===== src/rtl/memPkg.sv =====
`default_nettype none

package memPkg;

    typedef logic [31:0] addr_t;
    typedef logic [31:0] word_t;
    typedef logic [7:0]  byte_t;
    typedef logic [2:0]  len_t;
    typedef logic [2:0]  stage_t;

    // who drives the RAM port
    typedef enum logic [1:0] {
        ownIdle  = 2'b00,
        ownData  = 2'b01,
        ownFetch = 2'b10
    } owner_e;

    typedef enum logic [1:0] {
        sIdle,
        sData,
        sFetch
    } ctrlState_e;

    // one single-byte RAM access
    typedef struct packed {
        logic  write;
        addr_t addr;
        byte_t wdata;
    } memReq_t;

    // load or store from the data side
    typedef struct packed {
        logic  isStore;
        len_t  len;
        addr_t addr;
        word_t wdata;
    } dataReq_t;

    localparam int    ramAddrBits = 10;
    localparam addr_t pcStep      = 32'd4;
    localparam addr_t resetPc     = 32'd0;
    // an instruction fetch is always a full word
    localparam len_t  wordBytes   = 3'd4;

endpackage

`default_nettype wire


===== src/rtl/memCtrl.sv =====
`timescale 1ns/1ps
`default_nettype none

module memCtrl import memPkg::*; (
    input  logic     clk,
    input  logic     rst,
    input  logic     hold,
    input  logic     fetchEn,
    input  addr_t    fetchAddr,
    input  logic     dataEn,
    input  dataReq_t dataReq,
    input  byte_t    ramRdata,
    output memReq_t  memReq,
    output logic     fetchDone,
    output word_t    fetchInst,
    output logic     dataDone,
    output word_t    dataRdata,
    output owner_e   owner
);

    ctrlState_e state;
    stage_t     stage;
    dataReq_t   curReq;
    dataReq_t   startReq;
    word_t      asmReg;
    word_t      assembled;
    word_t      loadWord;
    logic       starting;
    logic       busy;
    logic       lastStage;

    // data has priority, but only when choosing from idle
    assign starting = (state == sIdle) && !hold && (dataEn || fetchEn);
    assign busy     = (state != sIdle);
    assign lastStage = (stage == curReq.len);

    always_comb begin
        if (dataEn) begin
            startReq = dataReq;
        end else begin
            startReq = '{isStore: 1'b0, len: wordBytes, addr: fetchAddr, wdata: '0};
        end
    end

    always_ff @(posedge clk) begin
        if (rst) begin
            state <= sIdle;
            stage <= '0;
        end else if (!hold) begin
            case (state)
                sIdle: begin
                    if (starting) begin
                        state <= dataEn ? sData : sFetch;
                        stage <= 3'd1;
                    end
                end
                default: begin
                    if (lastStage) begin
                        state <= sIdle;
                        stage <= '0;
                    end else begin
                        stage <= stage + 3'd1;
                    end
                end
            endcase
        end
    end

    // request and assembly register are payload
    always_ff @(posedge clk) begin
        if (!hold) begin
            if (starting) begin
                curReq <= startReq;
                asmReg <= '0;
            end else if (busy) begin
                asmReg <= assembled;
            end
        end
    end

    // byte i lands in the top lane and moves down, so the last byte completes the word
    assign assembled = {ramRdata, asmReg[31:8]};

    always_comb begin
        case (curReq.len)
            3'd1:    loadWord = {24'b0, assembled[31:24]};
            3'd2:    loadWord = {16'b0, assembled[31:16]};
            default: loadWord = assembled;
        endcase
    end

    always_comb begin
        memReq = '{write: 1'b0, addr: '0, wdata: '0};
        if (starting) begin
            memReq.write = startReq.isStore;
            memReq.addr  = startReq.addr;
            memReq.wdata = startReq.wdata[7:0];
        end else if (busy && !lastStage) begin
            memReq.write = curReq.isStore;
            memReq.addr  = curReq.addr + addr_t'(stage);
            memReq.wdata = byte_t'(curReq.wdata >> {stage, 3'b000});
        end
    end

    // done is an enabled-cycle pulse, a frozen done cycle repeats after the freeze
    assign dataDone  = (state == sData) && lastStage && !hold;
    assign fetchDone = (state == sFetch) && lastStage && !hold;
    assign dataRdata = curReq.isStore ? '0 : loadWord;
    assign fetchInst = assembled;

    always_comb begin
        case (state)
            sData:   owner = ownData;
            sFetch:  owner = ownFetch;
            default: begin
                if (starting) begin
                    owner = dataEn ? ownData : ownFetch;
                end else begin
                    owner = ownIdle;
                end
            end
        endcase
    end

    legalLength: assert property (
        @(posedge clk) disable iff (rst)
        busy |-> (curReq.len inside {3'd1, 3'd2, 3'd4})
    ) else $error("illegal access length %0d", curReq.len);

    singleDone: assert property (
        @(posedge clk) disable iff (rst)
        !(fetchDone && dataDone)
    ) else $error("fetch and data done together");

    // ownership is fixed from the start cycle to done
    stableOwner: assert property (
        @(posedge clk) disable iff (rst)
        busy |-> (owner == $past(owner))
    ) else $error("owner changed inside a transfer");

endmodule

`default_nettype wire


===== config.mk =====
export PLATFORM = sky130hd
export DESIGN_NAME = memCtrl
export DESIGN_NICKNAME = d
export VERILOG_FILES = /design/src/rtl/memPkg.sv /design/src/rtl/memCtrl.sv
export SDC_FILE = /design/constraint.sdc
export NUM_CORES = 1
export LEC_CHECK = 0
export ABC_AREA = 0
export BUFFER_PORTS_ARGS = -buffer_cell sky130_fd_sc_hd__clkbuf_2
export CAP_MARGIN = 30
export CORE_MARGIN = 8
export CORE_UTILIZATION = 25
export DETAILED_ROUTE_END_ITERATION = 12
export PLACE_DENSITY = 0.49
export SETUP_SLACK_MARGIN = 0.4
export SKIP_LAST_GASP = 1
export SYNTH_ARGS = -nofsm -noshare
export SYNTH_HDL_FRONTEND = slang
export SYNTH_SLANG_ARGS = --single-unit

===== constraint.sdc =====
create_clock -name clk -period 4.43 [get_ports clk]
set_input_delay 0.886 -clock clk [delete_from_list [all_inputs] [get_ports clk]]
set_output_delay 0.886 -clock clk [all_outputs]
set_load 0.005 [all_outputs]

==> results of run 1 <==
repair_timing:
item                                    4_1_cts  5_1_grt
endpoints found under the setup margin        0        9
gates resized for setup                       0        1
buffers inserted                              0        0
state kept, by name, indices dropped and copies added (netlist names):
signal  cells
stage       3
asmReg     24
curReq     68
state       2
cell usage after synthesis, types with 2 or more instances:
cell type,count
nand4_1,14
o2bb2ai_1,5
nor4_1,2
clkbuf_1,13
a22o_2,3
nand2b_1,2
edfxtp_1,92
nor3_1,5
dfxtp_1,5
nor2b_1,3
nor2_4,2
nor3b_2,2
and3_1,6
a22oi_1,8
buf_2,12
a22o_1,40
ha_1,7
mux4_2,8
buf_4,10
o21ai_0,3
xnor2_1,23
nand2_1,20
nand3_1,12
inv_1,9
xor2_1,10
and2_1,79
a21oi_1,13
nor2_1,11
mux2_2,32
layer usage:
layer	track usage [%]	part of all wire (%)	up-vias
met5	0	0.13	-
met4	4.51	2.4	4
met3	4.09	6.7	32
met2	21.0	48	157
met1	14.2	42	2161
li1	-	-	2135
cells by family after synthesis:
group | share of synthesized area (%)
xor gates and xnor gates | 5.13
buffers and inverters | 4.06
DFF | 50.8
adders and majority gates | 1.91
AOI/OAI and AO/OA | 11.5
muxes | 9.59
and+or+nand+nor | 17.0
stage by stage:
step	setup slack, ns	utilization, %	cell area (µm²)	instances
after floorplan	0.935	-	5640	466
after global placement	0.883	31.3	6990	944
after detailed placement	0.803	31.3	6990	944
after CTS	0.518	32.5	7270	960
after global routing	0.464	32.5	7270	961
final	0.687	32.5	7270	961
layout make-up:
type,instances,area (µm²),area share (%)
multi-input combinational,324,2570,35.3
clock buffer,13,262,3.59
sequential,97,2860,39.4
inverter,9,36.3,0.499
timing repair buffer,229,1170,16.0
tap,285,357,4.90
antenna,1,2.50,0.0344
clock inverter,3,17.5,0.241
path summary, 6_finish.rpt:
path | from | end | slack (ns) | cells after the start
hold / removal | state[0] | state[0] | 0.49 | 2
setup reg to reg | state[1] | curReq[64] | 1.55 | 6
setup / recovery | stage[1] | memReq[37] | 0.69 | 8
hold reg to reg | state[0] | state[0] | 0.49 | 2
critical path: stages (launching register included):
cell and delay (ns):
dfxtp_1 0.34, buf_4 0.21, ha_1 0.32, a211oi_1 0.10
nor3b_2 0.77, nand4_1 0.23, xnor2_1 0.26, a22o_2 0.17
clkbuf_2 0.11
layout by cell type (no fill, tap or decap), drive strengths merged, types with 2 or more instances in the layout:
cell,netlist,final
a22o,43,43
a22oi,8,8
nor3,5,5
nor2b,3,3
ha,7,7
o21ai,5,5
and2,79,79
a21oi,13,13
edfxtp,92,92
and3,7,7
mux2,32,32
nand4,14,14
nand3,13,13
o31ai,2,2
xor2,10,10
dfxtp,5,5
mux4,8,8
clkinv,0,2
nor2,13,13
nor4,3,3
xnor2,23,23
nor3b,3,3
nand2,20,20
clkbuf,13,234
nand2b,2,2
inv,9,9
o2bb2ai,5,5
buf,23,8
power breakdown:
group	switching (mW)	leakage, nW	internal, mW
combinational	0.248	1.92	0.231
sequential	0.0443	0.929	1.09
clock	0.346	0.135	0.415
==> results.toml, run 1 <==
[floorplan]
ios = 222
die_area_um2 = 27600
die_w_um = 166
core_area_um2 = 22400
initial_core_util_pct = 25.2
rows = 55
die_h_um = 166

[logic_synthesis]
ys.warnings.count = 0
ys_seq_elements = 97
async_flop_share_pct = 0
synth_largest_area_cell = "edfxtp_1"
synth.top_cell.area_share_pct = 49.0
netlist_instances = 466
syn_avg_cell_area_um2 = 12.1
syn-cell-area_um2 = 5640
ys_seq_area_share_pct = 50.8
synth_edf_count = 92
synth_fp_nets = 587
synth_area_leaders = "edfxtp_1, and2_1, mux2_2, a22o_1, xnor2_1"
synth_cell_type_count = 44
ys.flop_type = "edfxtp_1"

[sta]
max_freq_ghz = 0.267
min_period_ns = 3.74
worst_pin_slew_ns = 0.918
relSlewSlack_pct = 38.6
hold_violations = 0
finalSetupViolations = 0
fin_tns_setup_ns = 0
drv_slew = 0
fin_worst_skew_ns = 0.00751
whs_ns = 0.493
min_period_over_period_pct = 84.5
rsz0062_at_grt = "false"

[global_route]
overflow = 0
antenna_found_initial = 3
grt_start_max_net_pins = 73
grt_pass1_vias = 4878
grt_pass1_wl_um = 27000
track_usage_pct = 12.3

[hold_path]
hold_path_class = "reg -> reg"

[route]
drt_iter0_markers = 277
drt_wl_total_um = 17200
viasPerCell = 4.67
postRouteAntennaNets = 0
wl_per_cell_um = 17.9
drc_errors = 0
firstDrtPassIters = 4
via_count = 4489

[finish]
area_growth_pct = 29.1
nFillCells = 2308
nets = 791
drive_above_1_share_pct = 44.4

[worst_setup_path]
required_ns = 3.54
crit_fanout = 13
endpoint_kind = "output port"
start_kind = "flop"
arrival_ns = 2.86
crit_type = "reg -> out"

[power]
power_mw = 2.38
irDropWorstVdd_mv = 0.170
leakagePower_nw = 2.99
powerDensity_nw_per_um2 = 327

[job]
cap_violations = 0

[cts]
insertion_delay_ns = 0.35
holdBufCountCts = 0
cts_buffers = 9
cts_tree = "built"
cts_sinks = 97
path_clk_slew_ns = 0.06
root_buffer = "clkbuf_16"
clockBufferDepth = 2
htreeDepth = 3

[placed_design]
post-dp-hpwl_um = 12900
gp_congestion = 0.732
io_buffer_count = 221

[outcome]
status = "completed"
(Power assumes the default switching activity.)
==> run 2: changes to the inputs <==
==> constraint.sdc (replaced) <==
create_clock -name clk -period 3.9 [get_ports clk]
set_input_delay 0.78 -clock clk [delete_from_list [all_inputs] [get_ports clk]]
set_output_delay 0.78 -clock clk [all_outputs]
set_load 0.005 [all_outputs]
==> results.toml, run 2 (synthesis gave the netlist of run 1 again) <==
[floorplan]
die_area_um2 = 27600
initial_core_util_pct = 25.2
die_w_um = 166
die_h_um = 166
ios = 222
rows = 55
core_area_um2 = 22400

[sta]
drv_slew = 0
max_freq_ghz = 0.304
hold_violations = 0
min_period_ns = 3.28
fin_tns_setup_ns = 0
min_period_over_period_pct = 84.2
worst_pin_slew_ns = 0.917
fin_worst_skew_ns = 0.00780
rsz0062_at_grt = "false"
whs_ns = 0.499
fin_ws_ns = 0.616
relSlewSlack_pct = 38.7
finalSetupViolations = 0

[worst_setup_path]
crit_type = "reg -> out"
required_ns = 3.12
arrival_ns = 2.50
endpoint_kind = "output port"
crit_chain = "buf_4, xor2_1, nor3_1, nor2_4, a22o_1, clkbuf_2"
slowest_stage = "nor2_4"
start_kind = "flop"
crit_fanout = 28
max_stage_delay_ns = 0.63
r2r_slack_ns = 1.30

[global_route]
grt_pass1_vias = 4965
grt_start_max_net_pins = 66
antenna_found_initial = 1
grt_pass1_wl_um = 27100
track_usage_pct = 12.4
overflow = 0

[job]
cap_violations = 0

[finish]
fin_area_um2 = 7330
layout_commonest_cell = "clkbuf_2"
drive_above_1_share_pct = 45.2
fin_cells = 966
top_register = "curReq"
final_util_pct = 32.8
area_growth_pct = 30.1
diodes = 0
nFillCells = 2282
nets = 797
largest_reg_flops = 68
reg_top3 = "curReq (68), asmReg (24), stage (3)"
mostFrequentLayoutCells = "clkbuf_2, edfxtp_1, and2_1, a22o_1, mux2_2"

[route]
wl_per_cell_um = 17.6
postRouteAntennaNets = 0
drc_errors = 0
viasPerCell = 4.60
drt_wl_total_um = 17000
drt_iter0_markers = 235
firstDrtPassIters = 4
via_count = 4444

[outcome]
status = "completed"

[power]
power_mw = 2.74
leakagePower_nw = 3.03
powerDensity_nw_per_um2 = 374
irDropWorstVdd_mv = 0.168

[placed_design]
place_ws_ns = 0.735
dp_cells = 947
io_buffer_count = 221
gp_congestion = 0.731
post-dp-hpwl_um = 12800
dpl-instance-area_um2 = 7010

[cts]
clockBufferDepth = 2
cts_tree = "built"
cts_sinks = 97
htreeDepth = 3
path_clk_slew_ns = 0.07
root_buffer = "clkbuf_16"
insertion_delay_ns = 0.35
cts_buffers = 9

[hold_path]
hold_path_class = "reg -> reg"
## run 2: cell types whose count changed in the layout (fill, tap and decap cells not counted), sizes merged
cell    previous run  this run
clkbuf           234       230
bufinv             0         1
inv                9        10
buf                8        14
clkinv             2         4
diode              1         0
## run 2: critical path, delay by kind of cell, from the launching register on
family	cells	cell delay [ns]
buffers and inverters	2	0.37
flip-flops	1	0.34
AO/OA/AOI/OAI	1	0.26
AND/OR/NAND/NOR	2	0.81
XOR/XNOR	1	0.37
## run 2: repair_timing
action | 4_1_cts | 5_1_grt
setup endpoints to repair | 7 | 21
gates resized for setup | 1 | 1
hold buffers | 0 | 0
setup buffers | 0 | 3
## run 2: layout make-up
type	count	area, µm²	share of cell area [%]
clock buffers	9	225	3.07
clock inverters	7	68.8	0.938
inverters	9	38.8	0.529
multi-input cells	324	2570	35.1
flip-flops and latches	97	2860	39.0
well taps	285	357	4.86
repair buffers	235	1210	16.5
## run 2: power by group
group / switching [mW] / total (mW) / internal [mW] / leakage [nW]
registers: 0.0488 / 1.29 / 1.24 / 0.929
logic: 0.286 / 0.550 / 0.264 / 1.95
clock network: 0.404 / 0.901 / 0.497 / 0.143
total: 0.739 / 2.74 / 2.00 / 3.03
## run 2: final timing paths
check / from / to / cells past startpoint
max: stage[1] / memReq[39] / 6
min: state[0] / state[0] / 2
max reg2reg: state[0] / curReq[12] / 7
min reg2reg: state[0] / state[0] / 2
## run 2: routing by layer
layer	GRT usage (%)	vias to the layer above	part of all wire, %	wire, µm
li1	-	2150	-	-
met3	4.21	17	6.5	1100
met4	4.27	2	1.8	311
met2	21.4	132	49	8390
met5	0	-	0.076	13
met1	14.0	2143	42	7180
