==> config.mk <==
export PLATFORM = sky130hd
export DESIGN_NAME = fetchPort
export DESIGN_NICKNAME = d
export VERILOG_FILES = /design/src/rtl/memPkg.sv /design/src/rtl/fetchPort.sv
export SDC_FILE = /design/constraint.sdc
export NUM_CORES = 1
export LEC_CHECK = 0
export ABC_AREA = 1
export ABC_CLOCK_PERIOD_IN_PS = 3400
export BUFFER_PORTS_ARGS = -buffer_cell sky130_fd_sc_hd__clkbuf_2
export CAP_MARGIN = 20
export CORE_ASPECT_RATIO = 0.7
export CORE_MARGIN = 3
export CORE_UTILIZATION = 40
export DETAILED_ROUTE_END_ITERATION = 8
export PLACE_DENSITY = 0.67
export SYNTH_ARGS = -nofsm -noshare
export SYNTH_HDL_FRONTEND = slang
export SYNTH_SLANG_ARGS = --single-unit
export TNS_END_PERCENT = 100
==> constraint.sdc <==
create_clock -name clk -period 3.4 [get_ports clk]
set_clock_uncertainty 0.1 [all_clocks]
set_input_delay 0.68 -clock clk [delete_from_list [all_inputs] [get_ports clk]]
set_output_delay 0.68 -clock clk [all_outputs]
set_load 0.02 [all_outputs]
==> src/rtl/memPkg.sv <==
`default_nettype none

package memPkg;

    typedef logic [31:0] addr_t;
    typedef logic [31:0] word_t;
    typedef logic [7:0]  byte_t;
    typedef logic [2:0]  len_t;
    typedef logic [2:0]  stage_t;

    // who drives the RAM port
    typedef enum logic [1:0] {
        ownIdle  = 2'b00,
        ownData  = 2'b01,
        ownFetch = 2'b10
    } owner_e;

    typedef enum logic [1:0] {
        sIdle,
        sData,
        sFetch
    } ctrlState_e;

    // one single-byte RAM access
    typedef struct packed {
        logic  write;
        addr_t addr;
        byte_t wdata;
    } memReq_t;

    // load or store from the data side
    typedef struct packed {
        logic  isStore;
        len_t  len;
        addr_t addr;
        word_t wdata;
    } dataReq_t;

    localparam int    ramAddrBits = 10;
    localparam addr_t pcStep      = 32'd4;
    localparam addr_t resetPc     = 32'd0;
    // an instruction fetch is always a full word
    localparam len_t  wordBytes   = 3'd4;

endpackage

`default_nettype wire

==> src/rtl/fetchPort.sv <==
`timescale 1ns/1ps
`default_nettype none

module fetchPort import memPkg::*; (
    input  logic  clk,
    input  logic  rst,
    input  logic  hold,
    input  logic  redirect,
    input  addr_t redirectPc,
    input  logic  fetchDone,
    input  word_t fetchInst,
    output logic  fetchEn,
    output addr_t fetchAddr,
    output logic  fetchValid,
    output addr_t fetchedPc,
    output word_t fetchedInst
);

    addr_t pc;
    logic  running;
    logic  pendValid;
    addr_t pendPc;

    // running goes high one cycle after reset is released
    always_ff @(posedge clk) begin
        if (rst) begin
            pc        <= resetPc;
            running   <= 1'b0;
            pendValid <= 1'b0;
        end else begin
            running <= 1'b1;
            if (fetchDone) begin
                // a redirect in the done cycle itself wins over an older one
                if (redirect) begin
                    pc <= redirectPc;
                end else if (pendValid) begin
                    pc <= pendPc;
                end else begin
                    pc <= pc + pcStep;
                end
                pendValid <= 1'b0;
            end else if (redirect) begin
                pendValid <= 1'b1;
            end
        end
    end

    // target kept until the fetch in flight is done
    always_ff @(posedge clk) begin
        if (redirect && !fetchDone) begin
            pendPc <= redirectPc;
        end
    end

    assign fetchEn     = running && !hold;
    assign fetchAddr   = pc;
    assign fetchValid  = fetchDone;
    assign fetchedPc   = pc;
    assign fetchedInst = fetchInst;

    // the controller only completes fetches that were requested
    doneNeedsEnable: assert property (
        @(posedge clk) disable iff (rst)
        fetchDone |-> fetchEn
    ) else $error("fetchDone while fetchEn is low");

endmodule

`default_nettype wire

==> results.sh, run 1 <==
export IMPL_powerDensity_nw_per_um2=516
export IMPL_worst_slew_pin_slew_ps=935
export IMPL_timing_fmax_ghz=0.429
export IMPL_gr_usage_met2_pct=27.4
export IMPL_clock_sinks=66
export IMPL_rsz0062_at_grt="no"
export IMPL_setup_viol=0
export IMPL_drtAntennaViolNets=0
export IMPL_area_growth_pct=12.2
export IMPL_nFillCells=925
export IMPL_cts_resized=0
export IMPL_busiest_layer="met1"
export IMPL_min_period_over_period_pct=68.6
export IMPL_synth_fp_nets=556
export IMPL_critPathArrivalTime_ps=1550
export IMPL_hold_buffers=0
export IMPL_path_clk_slew_ps=50
export IMPL_setup_ws_ps=1070
export IMPL_period_needed_ps=2330
export IMPL_gp_congestion=0.900
export IMPL_crit_fanout=39
export IMPL_use_met3_pct=5.43
export IMPL_vias_per_cell=5.13
export IMPL_timing_hold_ws_ps=418
export IMPL_antenna_cells=0
export IMPL_slowest_stage="clkbuf_2"
export IMPL_post_cts_setup_buffers=0
export IMPL_worstSetupPathType="input pin to output pin"
export IMPL_grt_pass1_vias=3022
export IMPL_required_ps=2620
export IMPL_hold_viol_final=0
export IMPL_fin_setup_tns_ps=0
export IMPL_max_clock_path_buffers=2
export IMPL_syn_avg_cell_area_um2=7.99
export IMPL_status="complete, no violations"
export IMPL_critPathTopFamily="buffers and inverters"
export IMPL_cts_buffers=9
export IMPL_drt_iter0_drc=215
export IMPL_die_height_um=88.4
export IMPL_syn_area_um2=3880
export IMPL_power_leakage_nw=1.76
export IMPL_startpoint_type="input pin"
export IMPL_vias=3335
export IMPL_routed_wl_mm=10.4
export IMPL_vdd_drop_max_mv=0.227
export IMPL_pre_cts_ws_ps=1040
export IMPL_path_buf_inv=2
export IMPL_io_pins=167
export IMPL_met1_usage_pct=28.7
export IMPL_portBuffers=102
export IMPL_start_util_pct=42.0
export IMPL_ys_warnings_count=0
export IMPL_fp_coreArea_um2=9250
export IMPL_grt_max_degree=40
export IMPL_overflow=0
export IMPL_clock_latency_ps=330
export IMPL_layout_drive_gt1_share_pct=27.2
export IMPL_cts_tree="yes"
export IMPL_holdCritPathClass="flip-flop to flip-flop"
export IMPL_relSlewSlack_pct=37.6
export IMPL_fin_util_pct=47.1
export IMPL_rrSetupSlack_ps=1500
export IMPL_track_usage_pct=19.4
export IMPL_wl_per_cell_um=16.0
export IMPL_antenna_found_initial=0
export IMPL_row_count=29
export IMPL_slowest_delay_ps=580
export IMPL_htree_levels=3
export IMPL_fin_nets=591
export IMPL_synth_seq_cells=66
export IMPL_finalMaxSlewViolations=0
export IMPL_dieWidth_um=124
export IMPL_drtPass1Iterations=4
export IMPL_dpl_hpwl_mm=7.59
export IMPL_ys_seq_area_share_pct=42.3
export IMPL_drv_cap=0
export IMPL_grt_pass1_wl_mm=16.1
export IMPL_path_cells="clkbuf_2, clkbuf_2"
export IMPL_crit_top_cell="clkbuf_2"
export IMPL_ys_types=28
export IMPL_drc_errors=0
export IMPL_endpoint_kind="output pin"
export IMPL_synth_cells=486
export IMPL_clock_root_buffer="clkbuf_16"
export IMPL_dieArea_um2=10900
## kinds of logic after synthesis
family / count (synthesis) / share of synthesized area, %
and+or+nand+nor: 201 / 22.3
buffers and inverters: 110 / 17.2
AOI/OAI and AO/OA: 97 / 15.4
DFF: 66 / 42.3
xor gates and xnor gates: 11 / 2.48
adders and majority gates: 1 / 0.322
## path summary, 6_finish.rpt
kind | start | to | depth (start not counted)
setup reg to reg | fetchAddr[2]$_SDFFE_PP0P_ | fetchAddr[20]$_SDFFE_PP0P_ | 8
hold / removal | pendPc[0]$_DFFE_PP_ | fetchAddr[0]$_SDFFE_PP0P_ | 2
hold reg to reg | pendPc[0]$_DFFE_PP_ | fetchAddr[0]$_SDFFE_PP0P_ | 2
setup / recovery | fetchDone | fetchValid | 2
## cells in the final DEF, fill, tap and decap left out, types with 2 or more instances in the layout
master	n
nand2_1	115
clkbuf_2	102
nor2_1	43
dfxtp_1	34
o21ai_0	33
edfxtp_1	32
a21oi_1	29
inv_1	25
a221oi_1	24
nand3_1	20
clkbuf_16	9
nor2_2	7
nand2_2	6
xor2_1	6
buf_4	6
nor2_4	5
xnor2_1	5
a31oi_1	4
o211ai_1	3
nand3b_1	2
a22oi_1	2
clkbuf_8	2
bufinv_16	2
## registers in the layout, indices dropped and copies added, names as in the netlist
name and count:
fetchAddr 32, running 1, pendValid 1, pendPc 32
## report_power, final
part	switching [mW]	internal [mW]
combinational	0.187	0.0977
clock	0.336	0.682
sequential	0.0562	0.891
total	0.579	1.67
## cell type report
cell class | instances | area, um^2 | share of cell area [%]
Sequential cell | 66 | 1640 | 37.7
Multi-Input combinational cell | 310 | 1580 | 36.2
Timing Repair Buffer | 108 | 556 | 12.8
Clock buffer | 12 | 256 | 5.89
Tap cell | 124 | 155 | 3.56
Inverter | 26 | 97.6 | 2.24
Clock inverter | 4 | 73.8 | 1.69
## Yosys cell counts (all sizes together)
library cell  number  area share (%)
nand2            122              12
buf               73              14
nor2              55             6.7
dfxtp             34              18
o21ai             33             4.3
edfxtp            32              25
a21oi             29             3.7
inv               25             2.4
a221oi            24             5.4
nand3             20             2.6
clkbuf            11             1.1
xor2               6             1.4
xnor2              5             1.1
a31oi              4            0.64
o211ai             3            0.58
a22oi              2            0.39
nand3b             2            0.39
a41oi              1            0.23
clkinv             1           0.097
ha                 1            0.32
nor3               1            0.13
o21bai             1            0.19
or2                1            0.16
## stage by stage
step | instance area [um^2] | power [mW] | cells
floorplan | 3880 | 1.22 | 486
global placement | 4030 | 1.24 | 634
detailed placement | 4030 | 1.25 | 634
CTS | 4360 | 2.27 | 650
global route | 4360 | 2.34 | 650
finish | 4360 | 2.25 | 650
## routing by layer
metal	wire length [um]	share of wire (%)
met5	0	0
met4	93	0.90
met3	1040	10
met2	4260	41
met1	4980	48
(Power assumes the default switching activity.)
==> inputs of run 2 (changes only) <==
--- a/config.mk
+++ b/config.mk
@@ -5,15 +5,15 @@
 export SDC_FILE = /design/constraint.sdc
 export NUM_CORES = 1
 export LEC_CHECK = 0
-export ABC_AREA = 1
-export ABC_CLOCK_PERIOD_IN_PS = 3400
+export ABC_AREA = 0
+export ABC_CLOCK_PERIOD_IN_PS = 2100
 export BUFFER_PORTS_ARGS = -buffer_cell sky130_fd_sc_hd__clkbuf_2
 export CAP_MARGIN = 20
 export CORE_ASPECT_RATIO = 0.7
 export CORE_MARGIN = 3
 export CORE_UTILIZATION = 40
 export DETAILED_ROUTE_END_ITERATION = 8
-export PLACE_DENSITY = 0.67
+export PLACE_DENSITY = 0.71
 export SYNTH_ARGS = -nofsm -noshare
 export SYNTH_HDL_FRONTEND = slang
 export SYNTH_SLANG_ARGS = --single-unit
==> constraint.sdc (replaced) <==
create_clock -name clk -period 2.1 [get_ports clk]
set_clock_uncertainty 0.1 [all_clocks]
set_input_delay 0.42 -clock clk [delete_from_list [all_inputs] [get_ports clk]]
set_output_delay 0.42 -clock clk [all_outputs]
set_load 0.02 [all_outputs]
==> results.sh, run 2 <==
export IMPL_critPathArrivalTime_ps=2130
export IMPL_min_period_over_period_pct=94.7
export IMPL_busiest_layer="met1"
export IMPL_worstSetupPathType="flip-flop to flip-flop"
export IMPL_die_height_um=86.2
export IMPL_antenna_found_initial=0
export IMPL_final_cell_mix="clkbuf_2 (102), buf_4 (41), nand2_1 (34)"
export IMPL_synthTopCellsByCount="buf_4 (65), dfxtp_1 (34), nand2_1 (34), edfxtp_1 (32), o21ai_0 (32)"
export IMPL_syn_avg_cell_area_um2=9.26
export IMPL_start_util_pct=42.3
export IMPL_layout_drive_gt1_share_pct=36.8
export IMPL_power_leakage_nw=1.79
export IMPL_gr_usage_met2_pct=28.6
export IMPL_gp_congestion=0.913
export IMPL_grt_max_degree=49
export IMPL_finalMaxSlewViolations=0
export IMPL_synth_seq_cells=66
export IMPL_use_met3_pct=6.13
export IMPL_clock_sinks=66
export IMPL_met1_usage_pct=30.4
export IMPL_synth_edff_count=32
export IMPL_crit_fanout=6
export IMPL_required_ps=2240
export IMPL_synthMostInstantiatedCell="buf_4"
export IMPL_ys_types=49
export IMPL_area_growth_pct=20.2
export IMPL_cts_buffers=9
export IMPL_hold_viol_final=0
export IMPL_row_count=28
export IMPL_grt_pass1_wl_mm=16.7
export IMPL_dpl_cell_area_um2=4090
export IMPL_post_cts_setup_buffers=0
export IMPL_netlist_top_cells_area="edfxtp_1 (26%), dfxtp_1 (19%), buf_4 (13%), o21ai_0 (4.4%), a22oi_1 (4.3%)"
export IMPL_dp_cells=571
export IMPL_drc_errors=0
export IMPL_relSlewSlack_pct=71.7
export IMPL_status="complete, no violations"
export IMPL_p_total_mw=3.52
export IMPL_worst_slew_pin_slew_ps=424
export IMPL_max_clock_path_buffers=2
export IMPL_final_area_um2=4420
export IMPL_setup_viol=0
export IMPL_synth_area_leader_cell="edfxtp_1"
export IMPL_endpoint_kind="flip-flop"
export IMPL_dieArea_um2=10400
export IMPL_hold_buffers=0
export IMPL_syn_area_um2=3670
export IMPL_final_common_cell="clkbuf_2"
export IMPL_cts_tree="yes"
export IMPL_dpl_hpwl_mm=7.70
export IMPL_powerDensity_nw_per_um2=796
export IMPL_antenna_cells=0
export IMPL_drtAntennaViolNets=0
export IMPL_instances_no_fill=587
export IMPL_grt_pass1_vias=3102
export IMPL_portBuffers=102
export IMPL_overflow=0
export IMPL_wl_per_cell_um=18.1
export IMPL_rsz0062_at_grt="no"
export IMPL_synth_fp_nets=467
export IMPL_drtPass1Iterations=5
export IMPL_ys_warnings_count=0
export IMPL_async_reset_ff_share_pct=0
export IMPL_htree_levels=3
export IMPL_timing_fmax_ghz=0.503
export IMPL_drt_iter0_drc=334
export IMPL_fp_coreArea_um2=8690
export IMPL_routed_wl_mm=10.6
export IMPL_track_usage_pct=20.6
export IMPL_synth_cells=397
export IMPL_synthFlopType="dfxtp_1"
export IMPL_io_pins=167
export IMPL_path_clk_slew_ps=60
export IMPL_fin_setup_tns_ps=0
export IMPL_startpoint_type="flip-flop"
export IMPL_dieWidth_um=121
export IMPL_vdd_drop_max_mv=0.408
export IMPL_holdCritPathClass="input pin to flip-flop"
export IMPL_vias_per_cell=5.73
export IMPL_fin_nets=532
export IMPL_vias=3361
export IMPL_ys_seq_area_share_pct=44.7
export IMPL_drv_cap=0
export IMPL_clock_latency_ps=340
export IMPL_clock_root_buffer="clkbuf_16"
export IMPL_period_needed_ps=1990
export IMPL_yosys_area_top_type_share_pct=26.1
[run 2: changes by cell type in the layout (fill, tap and decap cells not counted), sizes merged, moves of 6 or more]
| cell | before | now |
|---|---|---|
| nand4 | 0 | 9 |
| nor2 | 55 | 18 |
| a22o | 0 | 6 |
| buf | 6 | 42 |
| nand3 | 20 | 11 |
| inv | 25 | 4 |
| a221oi | 24 | 1 |
| o22ai | 0 | 6 |
| a22oi | 2 | 21 |
| a311oi | 0 | 8 |
| xor2 | 6 | 0 |
| nor3 | 1 | 8 |
| o31ai | 0 | 6 |
| nand2 | 122 | 34 |
[run 2: final timing paths]
path                              startpoint                    endpoint  slack, ps  cells past startpoint
setup / recovery  fetchAddr[16]$_SDFFE_PP0P_  fetchAddr[28]$_SDFFE_PP0P_        110                      6
hold / removal                 redirectPc[5]         pendPc[5]$_DFFE_PP_        170                      1
setup reg to reg  fetchAddr[16]$_SDFFE_PP0P_  fetchAddr[28]$_SDFFE_PP0P_        110                      6
hold reg to reg         pendPc[27]$_DFFE_PP_  fetchAddr[27]$_SDFFE_PP0P_        430                      2
[run 2: final cells by class]
type	instances	area, um^2
Clock buffer	9	225
Fill cell	842	4270
Tap cell	120	150
Multi-Input combinational cell	236	1470
Timing Repair Buffer	144	838
Clock inverter	7	70.1
Sequential cell	66	1650
Inverter	5	18.8
[run 2: metrics by stage]
stage	worst slack, ps	util [%]	hold WS [ps]
final	111	50.8	167
after global routing	21.5	50.8	161
after CTS	48.4	50.5	159
after detailed placement	81.6	47.1	417
after global placement	137	47.1	403
after floorplan	-122	-	387
[run 2: cell families after synthesis]
| kind of cell | synth area share [%] |
|---|---|
| buffers and inverters | 16.4 |
| AOI/OAI and AO/OA | 23.4 |
| adders and majority gates | 0.340 |
| muxes | 0.545 |
| DFF | 44.7 |
| and+or+nand+nor | 14.6 |
[run 2: routing by layer]
layer / up-vias / wire (um)
met2: 186 / 4510
met5: - / 0
met4: 0 / 170
li1: 1566 / -
met3: 17 / 959
met1: 1592 / 4970
[run 2: what timing repair did]
action | in CTS | in global routing
endpoints found under the hold margin | 0 | 0
gates resized for setup | 0 | 8
setup endpoints to repair | 0 | 5
[run 2: critical path, stage by stage, from the launching register on]
cell and delay (ps):
dfxtp_1 350, buf_4 150, nand3_1 180, or4_4 600, o31ai_2 180, a21oi_1 90, a311oi_1 240
[run 2: power breakdown]
part           total, mW  switching (mW)  internal (mW)
logic              0.538           0.339          0.199
registers           1.49          0.0506           1.44
clock network       1.49           0.579          0.913
total               3.52           0.969           2.55
